### src/source/l2_config.svh
`ifndef L2_CONFIG_SVH
`define L2_CONFIG_SVH

// ------------------------------
// cache geometry
// ------------------------------
`define L2_WAYS       4   // associativity
`define L2_SETS       16
`define L2_SET_BITS   4   // log2 of L2_SETS

// ------------------------------
// widths
// ------------------------------
`define L2_ADDR_BITS  16  // line address, not byte address
`define L2_LINE_BITS  64
`define L2_AGE_BITS   2   // enough to rank L2_WAYS ways

`endif

### src/source/l2_pkg.sv
`include "l2_config.svh"

package l2_pkg;

    // plain vectors with a meaning of their own
    typedef logic [`L2_ADDR_BITS-1:0]              line_addr_t;
    typedef logic [`L2_SET_BITS-1:0]               set_idx_t;   // low bits of a line address
    typedef logic [`L2_ADDR_BITS-`L2_SET_BITS-1:0] tag_t;       // upper bits of a line address
    typedef logic [$clog2(`L2_WAYS)-1:0]           way_idx_t;
    typedef logic [`L2_AGE_BITS-1:0]               lru_age_t;   // 0 is least recent
    typedef logic [`L2_LINE_BITS-1:0]              cache_line_t;

    // per line bookkeeping
    typedef struct packed {
        logic valid;
        logic dirty;
        tag_t tag;
    } meta_t;

    // one access from the requester
    typedef struct packed {
        logic        write;
        line_addr_t  addr;
        cache_line_t wdata;   // ignored on reads
    } core_req_t;

    // writeback to memory
    typedef struct packed {
        line_addr_t  addr;
        cache_line_t data;
    } mem_wr_t;

endpackage

### src/source/l2_way_store.sv
`timescale 1ns/1ps
`include "l2_config.svh"

module l2_way_store
    import l2_pkg::*;
(
    input  logic        clock,
    input  logic        reset,
    input  set_idx_t    read_set,
    input  logic        write_en,
    input  set_idx_t    write_set,
    input  meta_t       write_meta,
    input  cache_line_t write_line,
    output meta_t       read_meta,
    output cache_line_t read_line
);

    logic [`L2_SETS-1:0] valid_bits;   // cleared on reset
    logic [`L2_SETS-1:0] dirty_bits;
    tag_t                tag_mem  [`L2_SETS];
    cache_line_t         line_mem [`L2_SETS];

    // ------------------------------
    // state bits
    // ------------------------------
    always_ff @(posedge clock) begin
        if (reset) begin
            valid_bits <= '0;
            dirty_bits <= '0;
        end else if (write_en) begin
            valid_bits[write_set] <= write_meta.valid;
            dirty_bits[write_set] <= write_meta.dirty;
        end
    end

    // tag and data arrays
    always_ff @(posedge clock) begin
        if (write_en) begin
            tag_mem[write_set]  <= write_meta.tag;
            line_mem[write_set] <= write_line;
        end
    end

    // registered read, old contents on a same-edge write
    always_ff @(posedge clock) begin
        read_meta.valid <= valid_bits[read_set];
        read_meta.dirty <= dirty_bits[read_set];
        read_meta.tag   <= tag_mem[read_set];
        read_line       <= line_mem[read_set];
    end

endmodule

### config.mk
export PLATFORM = sky130hd
export DESIGN_NAME = l2_way_store
export DESIGN_NICKNAME = d
export VERILOG_FILES = /design/src/source/l2_pkg.sv /design/src/source/l2_way_store.sv
export VERILOG_INCLUDE_DIRS = /design/src /design/src/source
export SDC_FILE = /design/constraint.sdc
export NUM_CORES = 1
export LEC_CHECK = 0
export ABC_CLOCK_PERIOD_IN_PS = 5000
export BUFFER_PORTS_ARGS = -buffer_cell sky130_fd_sc_hd__buf_2
export CORE_MARGIN = 10
export CORE_UTILIZATION = 61
export DETAILED_ROUTE_END_ITERATION = 8
export PLACE_DENSITY = 0.83
export SYNTH_ARGS = -nofsm -noshare
export SYNTH_HDL_FRONTEND = slang
export SYNTH_SLANG_ARGS = --single-unit
### constraint.sdc
create_clock -name clock -period 5 [get_ports clock]
set_input_delay 0 -clock clock [delete_from_list [all_inputs] [get_ports clock]]
set_output_delay 0 -clock clock [all_outputs]
set_load 0.02 [all_outputs]
=== After elaboration in Yosys (flattened, before gate mapping) ===
Memories as Yosys holds them, arrays and structs flattened. A register that Yosys moved wholly into a read port is not among the register bits.
Cells that the tools add are included.

* Register bits after elaboration: 34
* Bits in writable memories: 1216
* Bits of input ports: 89
* Output and inout port bits: 78
* Logic and storage cells: 20
* Memories: 2

{| class="wikitable"
|+ Memory list
! memory !! depth !! width !! read ports !! clocked after Yosys merged registers in !! write ports !! line !! text
|-
| line_mem || 16 || 64 || 1 || 1 || 1 || l2_way_store.sv:21 || <nowiki>cache_line_t line_mem [`L2_SETS];</nowiki>
|-
| tag_mem || 16 || 12 || 1 || 1 || 1 || l2_way_store.sv:20 || <nowiki>tag_t tag_mem [`L2_SETS];</nowiki>
|}

* $lt $le $gt $ge: 3
* Mux-type cells: 10
* Reduce and logical (&&, ||, !) cells: 1

{| class="wikitable"
|+ Operators with widths
! operator !! number
|-
| $bwmux W16 || 2
|-
| $lt A4 B5 Y1 const B || 2
|-
| $bmux W1 S4 || 2
|-
| $mux W1 || 5
|-
| $demux W1 S4 || 1
|-
| $ge A4 B1 Y1 const B || 1
|-
| $logic_and A1 B1 Y1 || 1
|}

=== Longest topological paths before layout ===
* Depth after elaboration: 5
* Mapped depth: 6
* Mapped depth without buffers: 3

=== Worst setup path before layout ===
OpenSTA, ideal clock, no wires.

* Path type: input port to flip-flop
* From: in write_set[2]
* To: mem line_mem[3][0] (netlist name) (enable)
* Library setup time: 511 ps
* Arrival: 3869 ps
* Data required time: 4489 ps
* Slack: 620 ps
* Stages on the path: 3
* Path buffers: 1
* Cells stage by stage: or3b_2 > clkbuf_1 > nor2_1

{| class="wikitable"
|+ RTL lines
! item !! line !! text
|-
| start, declared || l2_way_store.sv:11 || <nowiki>input set_idx_t write_set,</nowiki>
|-
| end, declared || l2_way_store.sv:21 ||
|}

Straight into the memory's write port.

=== Final worst setup path ===
* From: in write_set[2]
* To: mem line_mem[8][11] (netlist name) (enable)

Straight into the memory's write port.

==> metrics.md <==
| Metric | Value |
|---|---|
| Initial antenna violation count | `8` |
| Vias per Instance | `6.82` |
| Die span in x | `approximately 300 µm` |
| CTS root buffer | `clkbuf_16` |
| Combinational fraction of design power | `0.056` |
| Critical Path AT | `3050 ps` |
| Synth unique cells | `27` |
| Seq/Total Area, Yosys | `0.797` |
| Hold crit path type | `input port to flip-flop` |
| Gr ovfl total | `0` |
| Initial DRT Pass Iterations | `6` |
| Finished Layout Cells | `3,592` |
| Internal power | `roughly 0.018 W` |
| CTS hold repair buffers | `97` |
| Die height | `between 300 and 400 µm` |
| CTS Buffer Depth | `3` |
| Detailed-route via count | `24,500` |
| First-pass GRT wire length | `around 180,000 µm` |
| DR DRC count | `0` |
| DP HPWL | `between 50,000 and 60,000 µm` |
| Post-synth top area share | `0.752` |
| Clk pin slew, worst setup/hold paths | `approximately 60 ps` |
| Post-route clock period utilization | `0.536` |
| Port Buffer Count | `about 170` |
| Post-Syn Nets | `2,219` |
| GRT Total Usage | `0.270` |
| Post_cts resized | `0` |
| WL per Instance | `about 34 µm` |
| Yosys reg bits | `1,326` |
| Placer Congestion | `about 0.77` |
| Status | `complete, no violations` |
| Mapped Avg Cell Area | `22.8 µm²` |
| Boundary pin count | `about 170` |
| Layout Area Growth over Synthesis | `14.3%` |
| Switching share of power | `0.219` |
| Synth Warn # | `0` |
| Synth area leader | `edfxtp_1` |
| Clock share of power | `0.397` |
| Number of post-CTS setup repair buffers | `0` |
| Worst Setup End Kind | `flip-flop` |
| Die ar. | `0.0913 mm²` |
| F_max | `between 300 and 400 MHz` |
| CP startpoint kind | `input port` |
| Cells after Synth | `around 2,100` |
| Worst Path Max Fanout | `28` |
| ANT nets after route | `0` |
| Number of global-route vias before repair | `26,000` |
| Final Max Slew Viols | `0` |
| Hold Violations, Final | `0` |
| Crit Path Category | `input port to flip-flop` |
| Nets@finish | `2,519` |
| Clock Sinks | `1,326` |
| Largest net degree at the start of global routing | `107` |
| Violation count after the first detailed-route iteration | `approximately 3,700` |
| Initial Util | `0.615` |
| # Max-Cap Violations | `0` |
| Clock latency on the worst-skew pair | `around 700 ps` |
| Seq pwr share | `0.547` |
| Core Region | `0.0790 mm²` |
| RSZ-0062 raised after global routing | `no` |
| Synth Cell Area | `0.0486 mm²` |
| Finished Core Util | `0.703` |
| Placed cell count | `between 3,000 and 4,000` |
| Top cells by area, synth | `edfxtp_1 75%, mux4_2 14%, dfxtp_1 4.5%, a22oi_1 2.4%, nand2_1 0.61%` |
| Post-Route WL | `roughly 120,000 µm` |
| CTS Buf Count | `between 100 and 150` |
| Slew headroom | `0.0903` |
| PwrDens | `between 400 and 500 mW/mm²` |
| Pleak | `about 18 nW` |
| Clock period minus worst slack | `roughly 2700 ps` |
| Psw | `between 0.004 and 0.005 W` |
| Core Rows | `between 100 and 150` |
| TritonCTS clock tree | `yes` |
| WP data required | `about 5400 ps` |
| Final setup viols | `0` |
| Setup TNS | `0 ps` |
| Worst Max-Slew Pin Slew | `1360 ps` |
| H-tree depth | `3` |
| Share of layout cells above drive strength 1 | `0.284` |
| Peak VDD IR | `about 0.34 mV` |
| Clk_skew | `24.2 ps` |
[registers in the layout, indices dropped and copies added (netlist names)]
register / count
dirty_bits: 16
line_mem: 1024
read_line: 64
read_meta: 14
tag_mem: 192
valid_bits: 16
[path summary, 6_finish.rpt]
check | from | to | slack (ps) | cells past startpoint
hold reg to reg | dirty_bits[6] | dirty_bits[6] | 490 | 2
hold / removal | read_set[1] | read_line[14] | 220 | 4
setup / recovery | write_set[2] | line_mem[8][11] | 2320 | 5
setup reg to reg | line_mem[0][40] | read_line[40] | 3190 | 4
[worst max-delay path, cell delays in order]
cell           delay (ps)
dlygate4sd3_1         530
buf_2                 170
nand3b_1              600
nor2_4               1250
buf_4                 470
[cell type report]
cell class / count / area, µm²
Antenna cell: 6 / 15.0
Clock buffer: 162 / 3310
Clock inverter: 66 / 547
Fill cell: 4260 / 23500
Multi-Input combinational cell: 678 / 9320
Sequential cell: 1326 / 38700
Tap cell: 1050 / 1310
Timing Repair Buffer: 304 / 2320
[through the flow]
| stage | total power (W) | instance area [µm²] | hold slack, ps | setup slack (ps) |
|---|---|---|---|---|
| after floorplan | 0.0134 | 48600 | 69.1 | 620 |
| after global placement | 0.0138 | 50700 | 359 | 2340 |
| after detailed placement | 0.0139 | 50700 | 379 | 2260 |
| after CTS | 0.0228 | 55500 | 189 | 2390 |
| after global routing | 0.0234 | 55500 | 251 | 2250 |
| final | 0.0228 | 55500 | 222 | 2320 |
[routing by layer]
layer | track usage | wire length [µm] | part of all wire | vias to the layer above
li1 | - | - | - | 9612
met1 | 0.343 | 41100 | 0.34 | 12700
met2 | 0.459 | 63600 | 0.52 | 1827
met3 | 0.0428 | 11800 | 0.097 | 348
met4 | 0.126 | 5640 | 0.046 | 6
met5 | 0 | 45 | 0.00037 | -
[layout by cell type, fill, tap and decap left out, drive strengths merged, types with 6 or more instances in the layout]
cell type | netlist | layout
nand2 | 79 | 79
dlygate4sd3 | 0 | 97
a22oi | 156 | 156
edfxtp | 1216 | 1216
buf | 72 | 207
diode | 0 | 6
nor2 | 18 | 18
clkbuf | 54 | 162
bufinv | 0 | 6
o21ai | 32 | 32
clkinv | 0 | 49
clkinvlp | 0 | 6
nand3 | 33 | 33
a21oi | 32 | 32
mux4 | 312 | 312
dfxtp | 110 | 110
[logic make-up (layout without fill, tap and decap cells)]
logic type | Yosys count | count (layout) | share of synthesized area
AOI/OAI and AO/OA | 220 | 220 | 0.0307
buffers and inverters | 126 | 532 | 0.0141
DFF | 1326 | 1326 | 0.797
muxes | 312 | 312 | 0.145
other | 0 | 6 | 0
and+or+nand+nor | 146 | 146 | 0.0133
[power groups by stage]
stage / logic (W) / clock network [W] / registers (W)
2_1_floorplan: 0.000611 / 0 / 0.0128
3_3_place_gp: 0.00113 / 0 / 0.0127
3_5_place_dp: 0.00117 / 0 / 0.0127
4_1_cts: 0.00127 / 0.00907 / 0.0125
5_1_grt: 0.00134 / 0.00952 / 0.0125
6_report: 0.00127 / 0.00907 / 0.0125
[cell usage after synthesis]
| library cell | n |
|---|---|
| a21oi_1 | 32 |
| a22oi_1 | 156 |
| and2_0 | 1 |
| and2_1 | 1 |
| and3_1 | 1 |
| and3b_1 | 2 |
| buf_1 | 21 |
| buf_2 | 20 |
| buf_4 | 14 |
| buf_6 | 16 |
| buf_8 | 1 |
| clkbuf_1 | 53 |
| clkbuf_2 | 1 |
| dfxtp_1 | 110 |
| edfxtp_1 | 1216 |
| mux4_1 | 4 |
| mux4_2 | 308 |
| nand2_1 | 79 |
| nand2b_1 | 2 |
| nand3_1 | 33 |
| nand3b_1 | 2 |
| nor2_1 | 18 |
| nor2b_1 | 4 |
| nor3b_2 | 1 |
| o21ai_0 | 32 |
| or2_2 | 1 |
| or3b_2 | 1 |
No activity file was read; power rests on OpenSTA's default activity.
