**config.mk**
```make
export PLATFORM = sky130hd
export DESIGN_NAME = l2_controller
export DESIGN_NICKNAME = d
export VERILOG_FILES = /design/src/source/l2_pkg.sv /design/src/source/l2_controller.sv
export VERILOG_INCLUDE_DIRS = /design/src /design/src/source
export SDC_FILE = /design/constraint.sdc
export NUM_CORES = 1
export LEC_CHECK = 0
export BUFFER_PORTS_ARGS = -buffer_cell sky130_fd_sc_hd__buf_2
export CAP_MARGIN = 10
export CORE_AREA = 2 2 278 280
export CTS_CLUSTER_SIZE = 25
export DETAILED_ROUTE_END_ITERATION = 12
export DIE_AREA = 0 0 280 282
export HOLD_SLACK_MARGIN = 0.12
export PLACE_DENSITY = 0.41
export SLEW_MARGIN = 40
export SYNTH_ARGS = -nofsm -noshare
export SYNTH_HDL_FRONTEND = slang
export SYNTH_SLANG_ARGS = --single-unit
```
**constraint.sdc**
```tcl
create_clock -name clock -period 16.37 [get_ports clock]
set_input_delay 0.8185 -clock clock [delete_from_list [all_inputs] [get_ports clock]]
set_output_delay 0.8185 -clock clock [all_outputs]
set_load 0.02 [all_outputs]
```
**src/source/l2_config.svh**
```systemverilog
`ifndef L2_CONFIG_SVH
`define L2_CONFIG_SVH

// ------------------------------
// cache geometry
// ------------------------------
`define L2_WAYS       4   // associativity
`define L2_SETS       16
`define L2_SET_BITS   4   // log2 of L2_SETS

// ------------------------------
// widths
// ------------------------------
`define L2_ADDR_BITS  16  // line address, not byte address
`define L2_LINE_BITS  64
`define L2_AGE_BITS   2   // enough to rank L2_WAYS ways

`endif

```
**src/source/l2_pkg.sv**
```systemverilog
`include "l2_config.svh"

package l2_pkg;

    // plain vectors with a meaning of their own
    typedef logic [`L2_ADDR_BITS-1:0]              line_addr_t;
    typedef logic [`L2_SET_BITS-1:0]               set_idx_t;   // low bits of a line address
    typedef logic [`L2_ADDR_BITS-`L2_SET_BITS-1:0] tag_t;       // upper bits of a line address
    typedef logic [$clog2(`L2_WAYS)-1:0]           way_idx_t;
    typedef logic [`L2_AGE_BITS-1:0]               lru_age_t;   // 0 is least recent
    typedef logic [`L2_LINE_BITS-1:0]              cache_line_t;

    // per line bookkeeping
    typedef struct packed {
        logic valid;
        logic dirty;
        tag_t tag;
    } meta_t;

    // one access from the requester
    typedef struct packed {
        logic        write;
        line_addr_t  addr;
        cache_line_t wdata;   // ignored on reads
    } core_req_t;

    // writeback to memory
    typedef struct packed {
        line_addr_t  addr;
        cache_line_t data;
    } mem_wr_t;

endpackage

```
**src/source/l2_controller.sv**
```systemverilog
`timescale 1ns/1ps
`include "l2_config.svh"

module l2_controller
    import l2_pkg::*;
(
    input  logic                       clock,
    input  logic                       reset,
    // requester side
    input  core_req_t                  core_req,
    input  logic                       core_req_valid,
    output logic                       core_ack,
    output cache_line_t                core_rdata,
    // way stores
    output set_idx_t                   read_set,
    input  meta_t       [`L2_WAYS-1:0] way_meta,
    input  cache_line_t [`L2_WAYS-1:0] way_line,
    output logic        [`L2_WAYS-1:0] way_write_en,
    output set_idx_t                   write_set,
    output meta_t                      write_meta,
    output cache_line_t                write_line,
    // replacement
    input  way_idx_t                   victim_way,
    output logic                       touch,
    output set_idx_t                   touch_set,
    output way_idx_t                   touch_way,
    // memory read channel
    output logic                       mem_rd_req,
    output line_addr_t                 mem_rd_addr,
    input  logic                       mem_rd_ack,
    input  cache_line_t                mem_rd_data,
    // memory write channel
    output logic                       mem_wr_req,
    output mem_wr_t                    mem_wr,
    input  logic                       mem_wr_ack
);

    typedef enum logic [2:0] {
        ST_IDLE,
        ST_LOOKUP,
        ST_WRITEBACK,
        ST_WB_RELEASE,
        ST_REFILL,
        ST_REFILL_RELEASE,
        ST_RESPOND
    } state_t;

    state_t      state, state_next;
    core_req_t   req_q;         // latched access
    way_idx_t    victim_q;
    cache_line_t fill_line_q;   // refill data from memory
    set_idx_t    req_set;
    tag_t        req_tag;
    logic        hit;
    way_idx_t    hit_way;
    logic        finish;        // access done, go respond
    logic        install;       // write the target way
    way_idx_t    target_way;
    cache_line_t result_line;

    assign req_set = req_q.addr[`L2_SET_BITS-1:0];
    assign req_tag = req_q.addr[`L2_ADDR_BITS-1:`L2_SET_BITS];

    // index from the live request while idle, so lookup data is ready next cycle
    assign read_set = (state == ST_IDLE) ? core_req.addr[`L2_SET_BITS-1:0] : req_set;

    // ------------------------------
    // tag compare
    // ------------------------------
    always_comb begin
        hit     = 1'b0;
        hit_way = '0;
        for (int w = 0; w < `L2_WAYS; w++) begin
            if (way_meta[w].valid && (way_meta[w].tag == req_tag)) begin
                hit     = 1'b1;
                hit_way = way_idx_t'(w);
            end
        end
    end

    // ------------------------------
    // next state and strobes
    // ------------------------------
    always_comb begin
        state_next  = state;
        finish      = 1'b0;
        install     = 1'b0;
        target_way  = victim_q;
        result_line = fill_line_q;
        case (state)
            ST_IDLE: begin
                if (core_req_valid) state_next = ST_LOOKUP;
            end
            ST_LOOKUP: begin
                if (hit) begin
                    finish      = 1'b1;
                    install     = req_q.write;   // a read hit only touches
                    target_way  = hit_way;
                    result_line = req_q.write ? req_q.wdata : way_line[hit_way];
                end else if (way_meta[victim_way].valid && way_meta[victim_way].dirty) begin
                    state_next = ST_WRITEBACK;
                end else if (req_q.write) begin
                    finish      = 1'b1;          // write miss needs no fetch
                    install     = 1'b1;
                    target_way  = victim_way;
                    result_line = req_q.wdata;
                end else begin
                    state_next = ST_REFILL;
                end
            end
            ST_WRITEBACK: begin
                if (mem_wr_ack) state_next = ST_WB_RELEASE;
            end
            ST_WB_RELEASE: begin
                if (!mem_wr_ack) begin
                    if (req_q.write) begin
                        finish      = 1'b1;
                        install     = 1'b1;
                        result_line = req_q.wdata;
                    end else begin
                        state_next = ST_REFILL;
                    end
                end
            end
            ST_REFILL: begin
                if (mem_rd_ack) state_next = ST_REFILL_RELEASE;
            end
            ST_REFILL_RELEASE: begin
                if (!mem_rd_ack) begin
                    finish  = 1'b1;
                    install = 1'b1;
                end
            end
            ST_RESPOND: begin
                if (!core_req_valid) state_next = ST_IDLE;   // hold ack until req drops
            end
            default: state_next = ST_IDLE;
        endcase
        if (finish) state_next = ST_RESPOND;
    end

    // array and LRU updates
    assign way_write_en = install ? (`L2_WAYS'(1) << target_way) : '0;
    assign write_set    = req_set;
    assign write_meta   = '{valid: 1'b1, dirty: req_q.write, tag: req_tag};
    assign write_line   = result_line;
    assign touch        = finish;
    assign touch_set    = req_set;
    assign touch_way    = target_way;

    // memory channels follow the state
    assign mem_rd_req  = (state == ST_REFILL);
    assign mem_rd_addr = req_q.addr;
    assign mem_wr_req  = (state == ST_WRITEBACK);

    // ------------------------------
    // registers
    // ------------------------------
    always_ff @(posedge clock) begin
        if (reset) begin
            state    <= ST_IDLE;
            core_ack <= 1'b0;
        end else begin
            state    <= state_next;
            core_ack <= (state_next == ST_RESPOND);
        end
    end

    always_ff @(posedge clock) begin
        if ((state == ST_IDLE) && core_req_valid) req_q <= core_req;
        if (state == ST_LOOKUP) begin
            victim_q    <= victim_way;
            mem_wr.addr <= {way_meta[victim_way].tag, req_set};   // victim line address
            mem_wr.data <= way_line[victim_way];
        end
        if ((state == ST_REFILL) && mem_rd_ack) fill_line_q <= mem_rd_data;
        if (finish) core_rdata <= result_line;
    end

endmodule

```
======== Word-level counts from Yosys, hierarchy flattened ========
Index checks and enable logic that the tools add are counted.
W data, S select, Z words.
storage, ports and cells
  register bits after elaboration ......... 295
  output and inout port bits .............. 260
  word-level logic and storage cells ...... 75
operators by class
  $lt $le $gt $ge ......................... 2
  eq/ne operators ......................... 11
  shifts and indexed selects .............. 1
  muxes and demuxes ....................... 43
  reduce and logical (&&, ||, !) cells .... 8
operators by type and width
  kind                   number
  $mux W64               7
  $bmux W64 S2           2
  $pmux W64 S2           1
  $eq A12 B12 Y1         4
  $bmux W14 S2           1
  $mux W3                9
  $pmux W3 S7            1
  $mux W14               1
  $eq A3 B3 Y1 const B   4
  $mux W2                6
  $mux W1                11
  $mux W4                2
  $logic_and A1 B1 Y1    7
  $eq A3 B2 Y1 const B   2
  $lt A2 B3 Y1 const B   2
  $pmux W1 S3            2
  $shl A1 B2 Y4 const A  1
  $eq A3 B1 Y1 const B   1
  $logic_not A3 Y1       1

======== Longest topological paths before layout ========
  depth after elaboration ................. 10
  mapped depth ............................ 10

======== Least setup slack after synthesis ========
Ideal clock, no wire load.
  kind .................................... register -> output
  from .................................... register state[0]
  to ...................................... output touch
  arrival ................................. 5.366 ns
  required time ........................... 15.551 ns
  slack ................................... 10.186 ns
  stages on the path, launching flop included .. 9
  path buffers ............................ 3
  cells stage by stage .................... dfxtp_1 > clkbuf_1 > nand2b_1 > nand2b_1 > clkinv_1 > clkbuf_1 > clkbuf_1 > nand2_1 > nand2_1
between the ends
  cells in the longest elaborated chain, start to end .. 2
  elaborated cells between the ends (all ways) .. 4
  classes of those cells .................. 3 x eq/ne; 1 x mux
ends and longest elaborated chain
  item                                        line                  text
  start, declared                             l2_controller.sv:48   state_t state, state_next;
  start signal, assigned                      l2_controller.sv:164  state <= state_next;
  $eq A3 B3 Y1, or another cell as far along  l2_controller.sv:90   case (state)
  $pmux W1 S3 *                               l2_controller.sv:90
  end, declared                               l2_controller.sv:24   output logic touch,
Mark *: on every way between the ends. The rest lies on a longest branch, timed or not.

======== Worst setup path after layout ========
  from .................................... register req_q (netlist bit mem_rd_addr[7])
  to ...................................... output write_line[30]
between the ends
  cells in the longest elaborated chain, start to end .. 10
  elaborated cells between the ends (all ways) .. 20
  classes of those cells .................. 4 x eq/ne; 12 x mux; 4 x reduce/logical
ends and longest elaborated chain
  item                            line                  text
  start, declared                 l2_controller.sv:49   core_req_t req_q;
  start signal, assigned          l2_controller.sv:170  if ((state == ST_IDLE) && core_req_valid) req_q <= core_req;
  $eq A12 B12 Y1                  l2_controller.sv:74   if (way_meta[w].valid && (way_meta[w].tag == req_tag)) begin
  $logic_and A1 B1 Y1             l2_controller.sv:74
  $mux W1                         l2_controller.sv:74
  $mux W2 (2 in series)           l2_controller.sv:74
  $bmux W64 S2                    l2_controller.sv:99   result_line = req_q.write ? req_q.wdata : way_line[hit_way];
  $mux W64 (implied by the code)  l2_controller.sv:99
  $mux W64                        l2_controller.sv:99
  $mux W64 *                      l2_controller.sv:95   if (hit) begin
  $pmux W64 S2 *                  l2_controller.sv:90
  end, declared                   l2_controller.sv:21   output cache_line_t write_line,
Mark *: on every way between the ends. The rest lies on a longest branch, timed or not. The select of a mux whose other input is x is not followed.

==> out/metrics.cfg <==
[timing]
drv_slew = 0
worstMarginPinSlew_ns = 0.8729
finalClockSkew_ns = 0.03123
setup_viol = 0
setup_tns_ns = 0
whs_ns = 0.4155
rsz0062_at_grt = false
fmax_ghz = 0.1717
post-route-min-period_ns = 5.824
hold_viol = 0
relSlewSlack = 0.4163
period_share = 0.3558

[global_route]
grt_pass1_vias = 15283
grt_overflow_total = 0
grtUsageTotal = 0.2080
antenna_found_initial = 35
grt_start_max_net_pins = 87
grt_pass1_wl_um = 117700

[worst_setup_path]
cp_slowest_stage_delay_ns = 0.74
cp-startpoint = mem_rd_addr[7]$_DFFE_PP_
worstReg2RegStart = mem_rd_addr[7]$_DFFE_PP_
timing.rr.end = core_rdata[1]$_DFFE_PP_
crit_fanout = 38
cp-endpoint = write_line[30]
end_kind = output pin
ff2ff_path_depth = 8
critPathArrivalTime_ns = 5.01
crit_type = flip-flop to output pin
cpMaxStageDelayCell = and4_4
regToRegSetupSlack_ns = 11.68
start_kind = flip-flop
worstPathCellList = xor2_1 > nor4_1 > and4_4 > or4_4 > nand2b_4 > buf_4 > a2111oi_4 > o221ai_1 > buf_2
critical_path_required_ns = 15.55

[clock_network]
postCtsSetupBuffers = 0
htree_levels = 2
ctsHoldBuffers = 0
cts_max_path_buffers = 3
clk_pin_slew_worst_paths_ns = 0.06
cts-buffers-inserted = 40
cts_root_buffer = clkbuf_16
cts_tree = yes
ctsResizeCount = 0
worstSkewPairLatency_ns = 0.57
clock_sinks = 295

[synth]
synth_flop_cell = edfxtp_1
synth.largest_area_cell = edfxtp_1
ys_seq_area_frac = 0.5456
syn_area_mm2 = 0.01616
synth_seq_cells = 295
syn_avg_cell_area_um2 = 12.57
ys_top_cells_by_area = edfxtp_1 (54%), mux4_2 (11%), o221ai_1 (5.5%)
synth_cell_types = 49
synth.most_common_cell = edfxtp_1
synth_edf_count = 291
synthArstFlopShare = 0
synth_top_area_share = 0.5407
synth_cells = 1286
yosys_warnings = 0
synth_common_cells = edfxtp_1 (291), nand2_1 (183), o221ai_1 (101)
synth_nets = 1750

[floorplanning]
start_util = 0.2135
core_mm2 = 0.07570
num_io_pins = 724
die_y_um = 282
fp.dieW_um = 280
die_area_mm2 = 0.07896
rows = 101

[pwr]
powerDensity_mw_per_mm2 = 145.0
ir_worst_vdd_mv = 0.08261
p_leak_nw = 8.635

[cells_and_area]
drive_above_1_share = 0.4667
design_area_mm2 = 0.02194
final_core_util = 0.2899
finalNonFillerCells = 2943
fillCellCount = 7912
area_delta_synth_final_pct = 35.76
finalNetCount = 2386

[flow_run]
drv_cap = 0

[detailed_routing]
wl_um = 86370
drt_iter0_drc = 1307
antenna_left = 0
drc_errors = 0
drt_first_pass_iters = 5
wl_per_cell_um = 29.35
vias_per_cell = 5.207
num_vias = 15324

[placed_design]
dp_hpwl_um = 62080
post-place-cells = 2856
placed_area_mm2 = 0.02063
gp_congestion = 0.9057
portBuffers = 722

[min_path]
min_path_type = input port to flip-flop

[outcome]
status = finished, final reports clean

## per-stage QoR
step	total power, mW	setup slack (ns)
CTS	3.213	10.34
detailed placement	2.352	10.70
global route	3.314	10.07
global placement	2.343	10.14
finish	3.181	10.55
floorplan	1.853	10.19
## sequential cells by signal, summed over array words and instances, names as in the netlist
register,flops
mem_wr,80
core_ack,1
req_q,64
core_rdata,64
state,3
fill_line_q,64
victim_q,2
write_meta,1
mem_rd_addr,16
## per-layer routing
metal,vias up,GRT usage,part of all wire
li1,6520,-,-
met4,38,0.05444,0.020
met5,-,0,0.0028
met2,833,0.3578,0.50
met1,7787,0.2586,0.40
met3,146,0.05312,0.078
## layout make-up
cell class / instances / area [µm²] / area share
antenna: 15 / 37.54 / 0.001711
inverter: 6 / 35.03 / 0.001597
timing repair buffer: 752 / 3924 / 0.1788
clock inverter: 19 / 128.9 / 0.005874
sequential: 295 / 8818 / 0.4019
tap: 978 / 1224 / 0.05577
multi-input combinational: 827 / 6689 / 0.3049
clock buffer: 51 / 1085 / 0.04944
## cell families after synthesis
| family | after synthesis | share of synthesized area |
|---|---|---|
| AOI/OAI and AO/OA | 455 | 0.2036 |
| xor gates and xnor gates | 48 | 0.02601 |
| buffers and inverters | 164 | 0.05009 |
| DFF | 295 | 0.5456 |
| muxes | 81 | 0.1101 |
| other | 1 | 0.0002320 |
| and+or+nand+nor | 242 | 0.06433 |
## how the worst min path moves through the flow
stage                              from                       end  slack (ns)  cells past startpoint
2_1_floorplan  mem_rd_addr[0]$_DFFE_PP_      mem_wr[64]$_DFFE_PP_        0.49                      0
3_3_place_gp   mem_rd_addr[0]$_DFFE_PP_      mem_wr[64]$_DFFE_PP_        0.49                      0
3_5_place_dp   mem_rd_addr[0]$_DFFE_PP_      mem_wr[64]$_DFFE_PP_        0.51                      0
4_1_cts                  mem_rd_data[6]  fill_line_q[6]$_DFFE_PP_        0.37                      1
5_1_grt                     core_req[6]        req_q[6]$_DFFE_PP_        0.39                      1
6_report                   core_req[13]       req_q[13]$_DFFE_PP_        0.42                      1
## power by group
group / total, mW / internal [mW] / switching [mW]
logic: 1.17 / 0.350 / 0.820
clock network: 0.846 / 0.483 / 0.363
registers: 1.17 / 1.07 / 0.0925
total: 3.18 / 1.91 / 1.28
## critical path, delay by kind of cell (launching register included)
kind	cells	cell delay [ns]
DFF	1	0.59
buffers and inverters	2	0.73
and+or+nand+nor	4	1.88
AOI/OAI and AO/OA	2	0.92
xor gates and xnor gates	1	0.24
## cell usage in the layout, fill, tap and decap left out, types with 5 or more instances in the layout
cell type and instances:
diode_2 15, clkbuf_1 9, mux4_2 77, edfxtp_1 291
a211oi_1 51, a31oi_1 64, xor2_1 11, clkbuf_16 42
and3_1 7, a21oi_1 7, clkinv_1 10, nand3_1 5
buf_2 720, nand2_1 181, o21ai_0 71, nand4_1 7
buf_4 24, a22o_1 27, o221ai_1 101, a21o_1 30
a221oi_1 5, o21ai_1 16, a22oi_1 65, xnor2_1 37
nor2_1 14
No activity file was read; power rests on OpenSTA's default activity.
