$ cat config.mk
export PLATFORM = sky130hd
export DESIGN_NAME = l2_lru
export DESIGN_NICKNAME = d
export VERILOG_FILES = /design/src/source/l2_pkg.sv /design/src/source/l2_lru.sv
export VERILOG_INCLUDE_DIRS = /design/src /design/src/source
export SDC_FILE = /design/constraint.sdc
export NUM_CORES = 1
export LEC_CHECK = 0
export BUFFER_PORTS_ARGS = -buffer_cell sky130_fd_sc_hd__buf_2
export CAP_MARGIN = 10
export CORE_MARGIN = 2
export CORE_UTILIZATION = 45
export CTS_CLUSTER_SIZE = 12
export DETAILED_ROUTE_END_ITERATION = 7
export HOLD_SLACK_MARGIN = 0.06
export PLACE_DENSITY = 0.66
export SKIP_LAST_GASP = 1
export SYNTH_ARGS = -nofsm -noshare
export SYNTH_HDL_FRONTEND = slang
export SYNTH_SLANG_ARGS = --single-unit
$ cat constraint.sdc
create_clock -name clock -period 4.5 [get_ports clock]
set_input_delay 0.225 -clock clock [delete_from_list [all_inputs] [get_ports clock]]
set_output_delay 0.225 -clock clock [all_outputs]
set_load 0.05 [all_outputs]
$ cat src/source/l2_config.svh
`ifndef L2_CONFIG_SVH
`define L2_CONFIG_SVH

// ------------------------------
// cache geometry
// ------------------------------
`define L2_WAYS       4   // associativity
`define L2_SETS       16
`define L2_SET_BITS   4   // log2 of L2_SETS

// ------------------------------
// widths
// ------------------------------
`define L2_ADDR_BITS  16  // line address, not byte address
`define L2_LINE_BITS  64
`define L2_AGE_BITS   2   // enough to rank L2_WAYS ways

`endif

$ cat src/source/l2_pkg.sv
`include "l2_config.svh"

package l2_pkg;

    // plain vectors with a meaning of their own
    typedef logic [`L2_ADDR_BITS-1:0]              line_addr_t;
    typedef logic [`L2_SET_BITS-1:0]               set_idx_t;   // low bits of a line address
    typedef logic [`L2_ADDR_BITS-`L2_SET_BITS-1:0] tag_t;       // upper bits of a line address
    typedef logic [$clog2(`L2_WAYS)-1:0]           way_idx_t;
    typedef logic [`L2_AGE_BITS-1:0]               lru_age_t;   // 0 is least recent
    typedef logic [`L2_LINE_BITS-1:0]              cache_line_t;

    // per line bookkeeping
    typedef struct packed {
        logic valid;
        logic dirty;
        tag_t tag;
    } meta_t;

    // one access from the requester
    typedef struct packed {
        logic        write;
        line_addr_t  addr;
        cache_line_t wdata;   // ignored on reads
    } core_req_t;

    // writeback to memory
    typedef struct packed {
        line_addr_t  addr;
        cache_line_t data;
    } mem_wr_t;

endpackage

$ cat src/source/l2_lru.sv
`timescale 1ns/1ps
`include "l2_config.svh"

module l2_lru
    import l2_pkg::*;
(
    input  logic     clock,
    input  logic     reset,
    input  set_idx_t lookup_set,
    output way_idx_t victim_way,
    input  logic     touch,
    input  set_idx_t touch_set,
    input  way_idx_t touch_way
);

    // one age per way per set, ages in a set are a permutation
    lru_age_t [`L2_SETS-1:0][`L2_WAYS-1:0] ages;
    lru_age_t                              touched_age;

    assign touched_age = ages[touch_set][touch_way];

    // ------------------------------
    // victim is the age 0 way
    // ------------------------------
    always_comb begin
        victim_way = '0;
        for (int w = 0; w < `L2_WAYS; w++) begin
            if (ages[lookup_set][w] == '0) begin
                victim_way = way_idx_t'(w);
            end
        end
    end

    // ------------------------------
    // age update
    // ------------------------------
    always_ff @(posedge clock) begin
        if (reset) begin
            // way number as age, so empty ways go first in order
            for (int s = 0; s < `L2_SETS; s++) begin
                for (int w = 0; w < `L2_WAYS; w++) begin
                    ages[s][w] <= lru_age_t'(w);
                end
            end
        end else if (touch) begin
            for (int w = 0; w < `L2_WAYS; w++) begin
                if (way_idx_t'(w) == touch_way) begin
                    ages[touch_set][w] <= lru_age_t'(`L2_WAYS - 1);   // most recent
                end else if (ages[touch_set][w] > touched_age) begin
                    ages[touch_set][w] <= ages[touch_set][w] - 1'b1;
                end
            end
        end
    end

endmodule

Word-level counts from Yosys, hierarchy flattened:

Cells that the tools add are included.

* flip-flop bits (word level): 128
* latch bits: 0
* RAM bits: 0
* bits in read-only memories: 0
* input port bits: 13
* output and inout bits: 2
* logic and storage cells: 123
* memories kept: 0

* add/subtract/negate cells: 4
* multipliers: 0
* div/mod/pow operators: 0
* $lt $le $gt $ge: 8
* equality and inequality tests: 3
* shift operators: 0
* mux-type cells: 35
* bitwise operators: 4
* reductions and logical operators: 5

Operators by type and width (number)
* 2-to-1 mux 128 bit: 14
* bitwise mux 128 bit: 4
* bitwise OR 128 bit: 4
* demux 8 bit (select 4 bit): 4
* binary-select mux 8 bit (select 4 bit): 2
* 2-to-1 mux 8 bit: 3
* < comparator 4 x 5 -> 1 bit, second input constant: 2
* > comparator 2 bit: 4
* zero test 2 bit: 4
* 2-to-1 mux 2 bit: 4
* subtractor 2 x 1 -> 2 bit, second input constant: 4
* 2-to-1 mux 6 bit: 1
* binary-select mux 2 bit (select 2 bit): 1
* equality test 2 bit, first input constant: 2
* greater-or-equal comparator 4 x 1 -> 1 bit, second input constant: 1
* 2-to-1 mux 4 bit: 1
* < comparator 2 x 3 -> 1 bit, second input constant: 1
* equality test 1 x 2 -> 1 bit, first input constant: 1
* logical AND 1 bit: 1
* 2-to-1 mux 1 bit: 1

Logic depth before layout (Yosys ltp):

Gate-level depths: netlist (run 1).

* depth after elaboration: 22
* gate-level depth with buffers: 17
* gate-level depth less buffers: 11

Worst setup path after synthesis (run 1):

Ideal clock, no wire load.

* path type: input to register
* start point: in touch_set[3]
* end point: reg ages[11] in the netlist's numbering
* library setup time: 0.074 ns
* data arrival time: 3.794 ns
* data required time: 4.426 ns
* setup slack: 0.631 ns
* stages on the path: 16
* cells stage by stage: buf_6 buf_12 buf_12 buf_12 mux4_2 mux2i_1 nor2b_1 a221o_1 mux4_2 ha_1 nor2b_1 a2bb2oi_2 clkbuf_1 nor3b_1 nand4_1 o21ai_0

* word-level cells in the longest chain between the ends: 22
* elaborated cells between the ends (all ways): 42
* classes of those cells: add/sub (4); order compare (6); mux (27); bitwise (4); reduce/logical (1)

Ends and longest elaborated chain
* start: declaration: line l2_lru.sv:12 `input set_idx_t touch_set,`
* binary-select mux 8 bit (select 4 bit): line l2_lru.sv:20, l2_lru.sv:49, l2_lru.sv:50
* 2-to-1 mux 8 bit (not written as such): line l2_lru.sv:20, l2_lru.sv:49, l2_lru.sv:50
* binary-select mux 2 bit (select 2 bit): line l2_lru.sv:20 `assign touched_age = ages[touch_set][touch_way];`
* 2-to-1 mux 2 bit (not written as such): line l2_lru.sv:20
* > comparator 2 bit: line l2_lru.sv:49 `end else if (ages[touch_set][w] > touched_age) begin`
* 2-to-1 mux 128 bit: line l2_lru.sv:49
* 2-to-1 mux 128 bit: line l2_lru.sv:47 `if (way_idx_t'(w) == touch_way) begin`
* 2-to-1 mux 128 bit: line l2_lru.sv:45 `end else if (touch) begin`
* [6 not listed]
* bitwise mux 128 bit: line l2_lru.sv:50 `ages[touch_set][w] <= ages[touch_set][w] - 1'b1;`
* 2-to-1 mux 128 bit: line l2_lru.sv:49
* 2-to-1 mux 128 bit: line l2_lru.sv:47
* 2-to-1 mux 128 bit: line l2_lru.sv:45
* 2-to-1 mux 128 bit: line l2_lru.sv:38 `if (reset) begin`
* bitwise mux 128 bit: line l2_lru.sv:50
* 2-to-1 mux 128 bit: line l2_lru.sv:49
* 2-to-1 mux 128 bit (*): line l2_lru.sv:47
* end signal: indexed assignment: line l2_lru.sv:42 `ages[s][w] <= lru_age_t'(w);`
* end signal: indexed assignment: line l2_lru.sv:48 `` ages[touch_set][w] <= lru_age_t'(`L2_WAYS - 1); ``
* end signal: indexed assignment: line l2_lru.sv:50
* end: declaration: line l2_lru.sv:17 `` lru_age_t [`L2_SETS-1:0][`L2_WAYS-1:0] ages; ``

Mark *: on every way between the ends. The rest lies on a longest branch, timed or not. The select of a mux whose other input is x is not followed.
A chain may end at the register's enable or synchronous reset.

Worst setup path after layout (run 1):

* start point: in touch_set[3]
* end point: reg ages[115] in the netlist's numbering

Same word-level chain as after synthesis.

==> flow_summary.toml, run 1 <==
[critical_path]
path_cells = "buf_2 > buf_4 > mux4_2 > mux2_2 > o21ai_1 > mux4_2 > ha_1 > nor2b_1 > a2bb2oi_2 > buf_4 > o211ai_1 > mux2i_1 > o32ai_1"
cp.required_ns = 4.77
cpMaxStageDelayCell = "buf_2"
rr_worst_depth = 12
endpoint_kind = "register"
start_kind = "input port"
cp_slowest_stage_delay_ns = 0.58
cp.arrival_ns = 4.07
critPathKind = "in -> reg"
cp_max_fo = 24

[hold_path]
min_path_type = "in -> reg"
worstHoldPathCells = 4

[synth]
yosysWarnings = 0
synth_area_per_cell_sq_um = 9.39
ys_types = 58
synth-seq-cells = 128
syn-num-nets = 825
yosysTopAreaCellShare = 0.339
syn_inst = 804
synth_area_leader_cell = "dfxtp_1"
ys.flop_type = "dfxtp_1"
synth_area_leaders = "dfxtp_1 34%, mux4_2 9.8%, mux2i_1 6.0%, a21oi_1 4.0%, o21ai_0 3.8%"
synth_edf_count = 0
ys_seq_area_frac = 0.339
netlist_area_sq_um = 7550
synthArstFlopShare = 0

[clock_tree]
clock_latency_ns = 0.43
cts_tree = "done"
clock_sinks = 128
cts_buffer_depth = 2
numCtsBuffers = 17
cts_setup_buffers = 0
htree_levels = 4
root_buffer = "clkbuf_16"
cts_resized = 0
cts_hold_buf = 0
clkSlewWorstSetupHoldPaths_ns = 0.06

[layout]
n_antenna_cell = 0
mostFrequentLayoutCells = "128 x dfxtp_1, 59 x a21oi_1, 57 x o21ai_0"
top_register = "ages"
fill_cells = 1507
area_growth_pct = 10.6
nets = 805
reg_top3 = "ages (128)"
layout_commonest_cell = "dfxtp_1"
drive_gt1_frac = 0.192
fin_cells = 1017
largest_reg_flops = 128

[sta]
min_period_ns = 3.80
setup_viol = 0
finalHoldViolations = 0
fmaxAchievable_mhz = 263
worstMarginPinSlew_ns = 1.18
timing.slew.headroom = 0.210
setup_tns_ns = 0
rsz0062_at_grt = "no"
slew_violations = 0
clock_skew_ns = 0.00813
timing.final.crit_share = 0.844

[detailed_routing]
drt-wirelength-per-cell_microns = 21.8
routed_via_density = 6.68
postRouteAntennaNets = 0
drc = 0
routed_wl_mm = 22.2
routed-via-count = 6792
firstDrtPassIters = 7
drt_iter0_drc = 712

[power_and_ir_drop]
p_per_area_nw_per_um2 = 359
leakage_nw = 2.84
max-vdd-ir-drop_mv = 0.316

[floorplan]
die_h_microns = 134
placementRows = 47
initial_utilization = 0.459
die_w_microns = 134
pin_count = 15
core-area_sq_um = 16500
dieArea_sq_um = 17800

[global_route]
grt_antenna_before_repair = 0
grt_max_degree = 97
overflow = 0
grt_pass1_wl_mm = 35.3
grt_pass1_vias = 6507
grt_usage = 0.253

[placement]
port-buffer-count = 14
hpwlAfterDp_mm = 15.0
gp_congestion = 0.873
dp_cells = 985

[outcome]
status = "finished clean"

[flow_run]
maxCapViolCount = 0
path summary, 6_finish.rpt:
kind / slack (ns) / startpoint / to
min reg2reg: 0.52 / ages[74]$_SDFFE_PP1P_ / ages[74]$_SDFFE_PP1P_
min: 0.37 / touch / ages[103]$_SDFFE_PP1P_
max: 0.70 / touch_set[3] / ages[115]$_SDFFE_PP0P_
max reg2reg: 0.90 / ages[67]$_SDFFE_PP0P_ / ages[115]$_SDFFE_PP0P_
power breakdown:
group	internal [mW]	switching [mW]	leakage, nW
clock	0.939	0.535	0.302
combinational	0.112	0.252	1.50
sequential	1.15	0.0125	1.04
total	2.20	0.800	2.84
cell usage after synthesis, types with 10 or more instances:
cell type  instances
o22ai_1           16
a211oi_2          10
nor2_1            42
mux4_2            33
nor3_1            32
a31oi_1           31
a21oi_1           60
a311oi_1          30
o21ai_1           19
a211oi_1          29
nor2b_1           29
o211ai_1          32
o21ai_0           57
nand4_1           11
mux2i_1           45
clkbuf_1          65
mux2_2            10
dfxtp_1          128
nand2_1           23
per-stage QoR:
step / worst slack (ns) / power, mW / utilization / hold slack, ns / cell area (sq um)
floorplan: 0.631 / 1.45 / - / 0.473 / 7550
global placement: 0.471 / 1.53 / 0.469 / 0.501 / 7730
detailed placement: 0.338 / 1.54 / 0.469 / 0.508 / 7730
CTS: 0.776 / 3.00 / 0.507 / 0.364 / 8360
global route: 0.592 / 3.09 / 0.507 / 0.440 / 8360
finish: 0.702 / 3.00 / 0.507 / 0.374 / 8360
worst max-delay path, delay by kind of cell:
family / cells / cell delay [ns]
buf+inv: 3 / 1.13
fa+ha+maj: 1 / 0.27
simple gates: 1 / 0.15
compound gates: 4 / 0.86
mux: 4 / 1.42
per-layer routing:
layer	share of wire	wire length (microns)	global-route usage
met5	0	0	0
met4	0.041	916	0.133
met3	0.075	1650	0.0460
met2	0.46	10200	0.399
met1	0.42	9380	0.332
cell families after synthesis:
logic type / Yosys count / share of synthesized area
AO/OA/AOI/OAI: 304 / 0.266
AND/OR/NAND/NOR: 175 / 0.122
buffers and inverters: 88 / 0.0573
multiplexers: 94 / 0.192
flip-flops: 128 / 0.339
XOR/XNOR: 7 / 0.0101
adder cells (fa/ha/maj): 8 / 0.0133
area by class of cell:
type	instances	area (sq um)	share of cell area
Sequential cell	128	2560	0.307
Tap cell	220	275	0.0329
Clock buffer	18	439	0.0526
Timing Repair Buffer	42	283	0.0338
Inverter	7	26.3	0.00314
Clock inverter	14	189	0.0226
Multi-Input combinational cell	588	4580	0.548
Power figures use the tool's default switching activity.
==> run 2: changes to the inputs <==
clock period = 3.5 ns   (was 4.5 ns; I/O delays follow)
==> run 2 against run 1 <==
Combinational power grew 55%. Register-to-register slack worse by 0.83 ns. Global-route usage grew 1.3 points. Wire length is 4.2% higher. Clock power grew 17%. Clock skew up 0.0063 ns.
==> flow_summary.toml, run 2 (synthesized netlist as in run 1, its figures left out) <==
[global_route]
overflow = 0
grt_usage = 0.266
grt_pass1_vias = 6925
grt_max_degree = 97
grt_pass1_wl_mm = 37.3
grt_antenna_before_repair = 0

[power_and_ir_drop]
combinationalPowerShare = 0.150
p_per_area_nw_per_um2 = 426
power_switching_mw = 1.09
clkPwrFrac = 0.455
seqPwrFrac = 0.395
power.internal_mw = 2.69
leakage_nw = 3.11
max-vdd-ir-drop_mv = 0.357
total_power_mw = 3.78
switching_share = 0.288

[critical_path]
cp.arrival_ns = 3.72
cp_max_fo = 11
endpoint_kind = "register"
start_kind = "register"
rr_startpoint = "ages[11]$_SDFFE_PP0P_"
cp.required_ns = 3.79
rr_worst_depth = 14
critPathKind = "reg -> reg"
worstSetupStartpoint = "ages[11]$_SDFFE_PP0P_"

[sta]
rsz0062_at_grt = "yes"
timing.slew.headroom = 0.317
setup_tns_ns = 0
setup_viol = 0
clock_skew_ns = 0.0145
timing.final.crit_share = 0.981
min_period_ns = 3.43
hold_slack_ns = 0.279
fmaxAchievable_mhz = 291
worstMarginPinSlew_ns = 1.02
slew_violations = 0
finalHoldViolations = 0

[clock_tree]
cts_buffer_depth = 2
clock_sinks = 128
cts_hold_buf = 0
clkSlewWorstSetupHoldPaths_ns = 0.06
root_buffer = "clkbuf_16"
numCtsBuffers = 17
htree_levels = 4
cts_tree = "done"
clock_latency_ns = 0.44

[hold_path]
worstHoldPathCells = 2
min_path_type = "in -> reg"
min_from = "reset"

[floorplan]
placementRows = 47
core-area_sq_um = 16500
pin_count = 15
die_w_microns = 134
dieArea_sq_um = 17800
initial_utilization = 0.459
die_h_microns = 134

[layout]
area_growth_pct = 17.7
top_register = "ages"
mostFrequentLayoutCells = "120 x dfxtp_1, 73 x buf_4, 59 x a21oi_1"
n_antenna_cell = 0
largest_reg_flops = 128
layout_commonest_cell = "dfxtp_1"
nets = 860
drive_gt1_frac = 0.262
reg_top3 = "ages (128)"

[placement]
gp_congestion = 0.917
hpwlAfterDp_mm = 15.6
port-buffer-count = 14

[detailed_routing]
routed_wl_mm = 23.1
postRouteAntennaNets = 0
firstDrtPassIters = 7
routed_via_density = 6.59
routed-via-count = 7067
drt_iter0_drc = 881
drt-wirelength-per-cell_microns = 21.6
drc = 0

[flow_run]
maxCapViolCount = 0

[outcome]
status = "finished clean"
run 2: cell types whose count changed in the layout (fill, tap and decap cells not counted), moves of 2 or more:
cell	change
bufinv_16	-3
clkinv_2	-2
buf_4	+44
dfxtp_2	+8
o21ai_1	+3
inv_6	+3
buf_12	+9
dfxtp_1	-8
o21ai_0	-4
run 2: worst paths after layout:
check                                              end  slack (ns)
worst min-delay path            ages[107]$_SDFFE_PP0P_        0.28
worst max register to register   ages[89]$_SDFFE_PP0P_        0.07
worst max-delay path             ages[89]$_SDFFE_PP0P_        0.07
worst min register to register   ages[96]$_SDFFE_PP0P_        0.51
run 2: critical path, stage by stage (launching register included):
cell and delay [ns]:
dfxtp_2 0.35, mux4_2 0.25, mux2i_2 0.09, nor2b_1 0.15, a221o_1 0.29, mux4_2 0.48
buf_4 0.18, ha_1 0.31, nor2b_2 0.16, a2bb2oi_2 0.17, buf_4 0.15, clkbuf_16 0.16
o211ai_1 0.21, mux2i_1 0.24, o22ai_1 0.09
run 2: metrics by stage:
stage	area (sq um)	setup slack [ns]	util	instances
floorplan	7570	0.00705	-	804
global placement	8210	-0.220	0.498	1032
detailed placement	8210	-0.346	0.498	1032
CTS	8790	0.00701	0.534	1066
global route	8890	-0.0216	0.540	1072
finish	8890	0.0682	0.540	1072
run 2: repair_timing:
action | 4_1_cts | 5_1_grt
setup endpoints to repair | 16 | 107
buffers inserted | 2 | 5
resized for setup | 0 | 19
cloned | 0 | 1
pin swaps | 1 | 4
run 2: area by class of cell:
cell class / count / area [sq um]
fillers: 1465 / 7580
multi-input cells: 588 / 4620
flip-flops and latches: 128 / 2570
repair buffers: 97 / 830
clock buffers: 18 / 439
well taps: 220 / 275
clock inverters: 14 / 131
inverters: 7 / 26.3
run 2: layer usage:
layer	wire (microns)	vias up	GRT usage
li1	-	3218	-
met1	9550	3451	0.344
met2	11000	334	0.427
met3	1650	64	0.0575
met4	885	0	0.126
met5	0	-	0
run 2: power groups by stage:
stage	registers, mW	clock network [mW]	logic, mW
CTS	1.49	1.74	0.532
global placement	1.52	0	0.520
detailed placement	1.52	0	0.529
floorplan	1.52	0	0.346
global route	1.50	1.80	0.604
finish	1.49	1.72	0.566
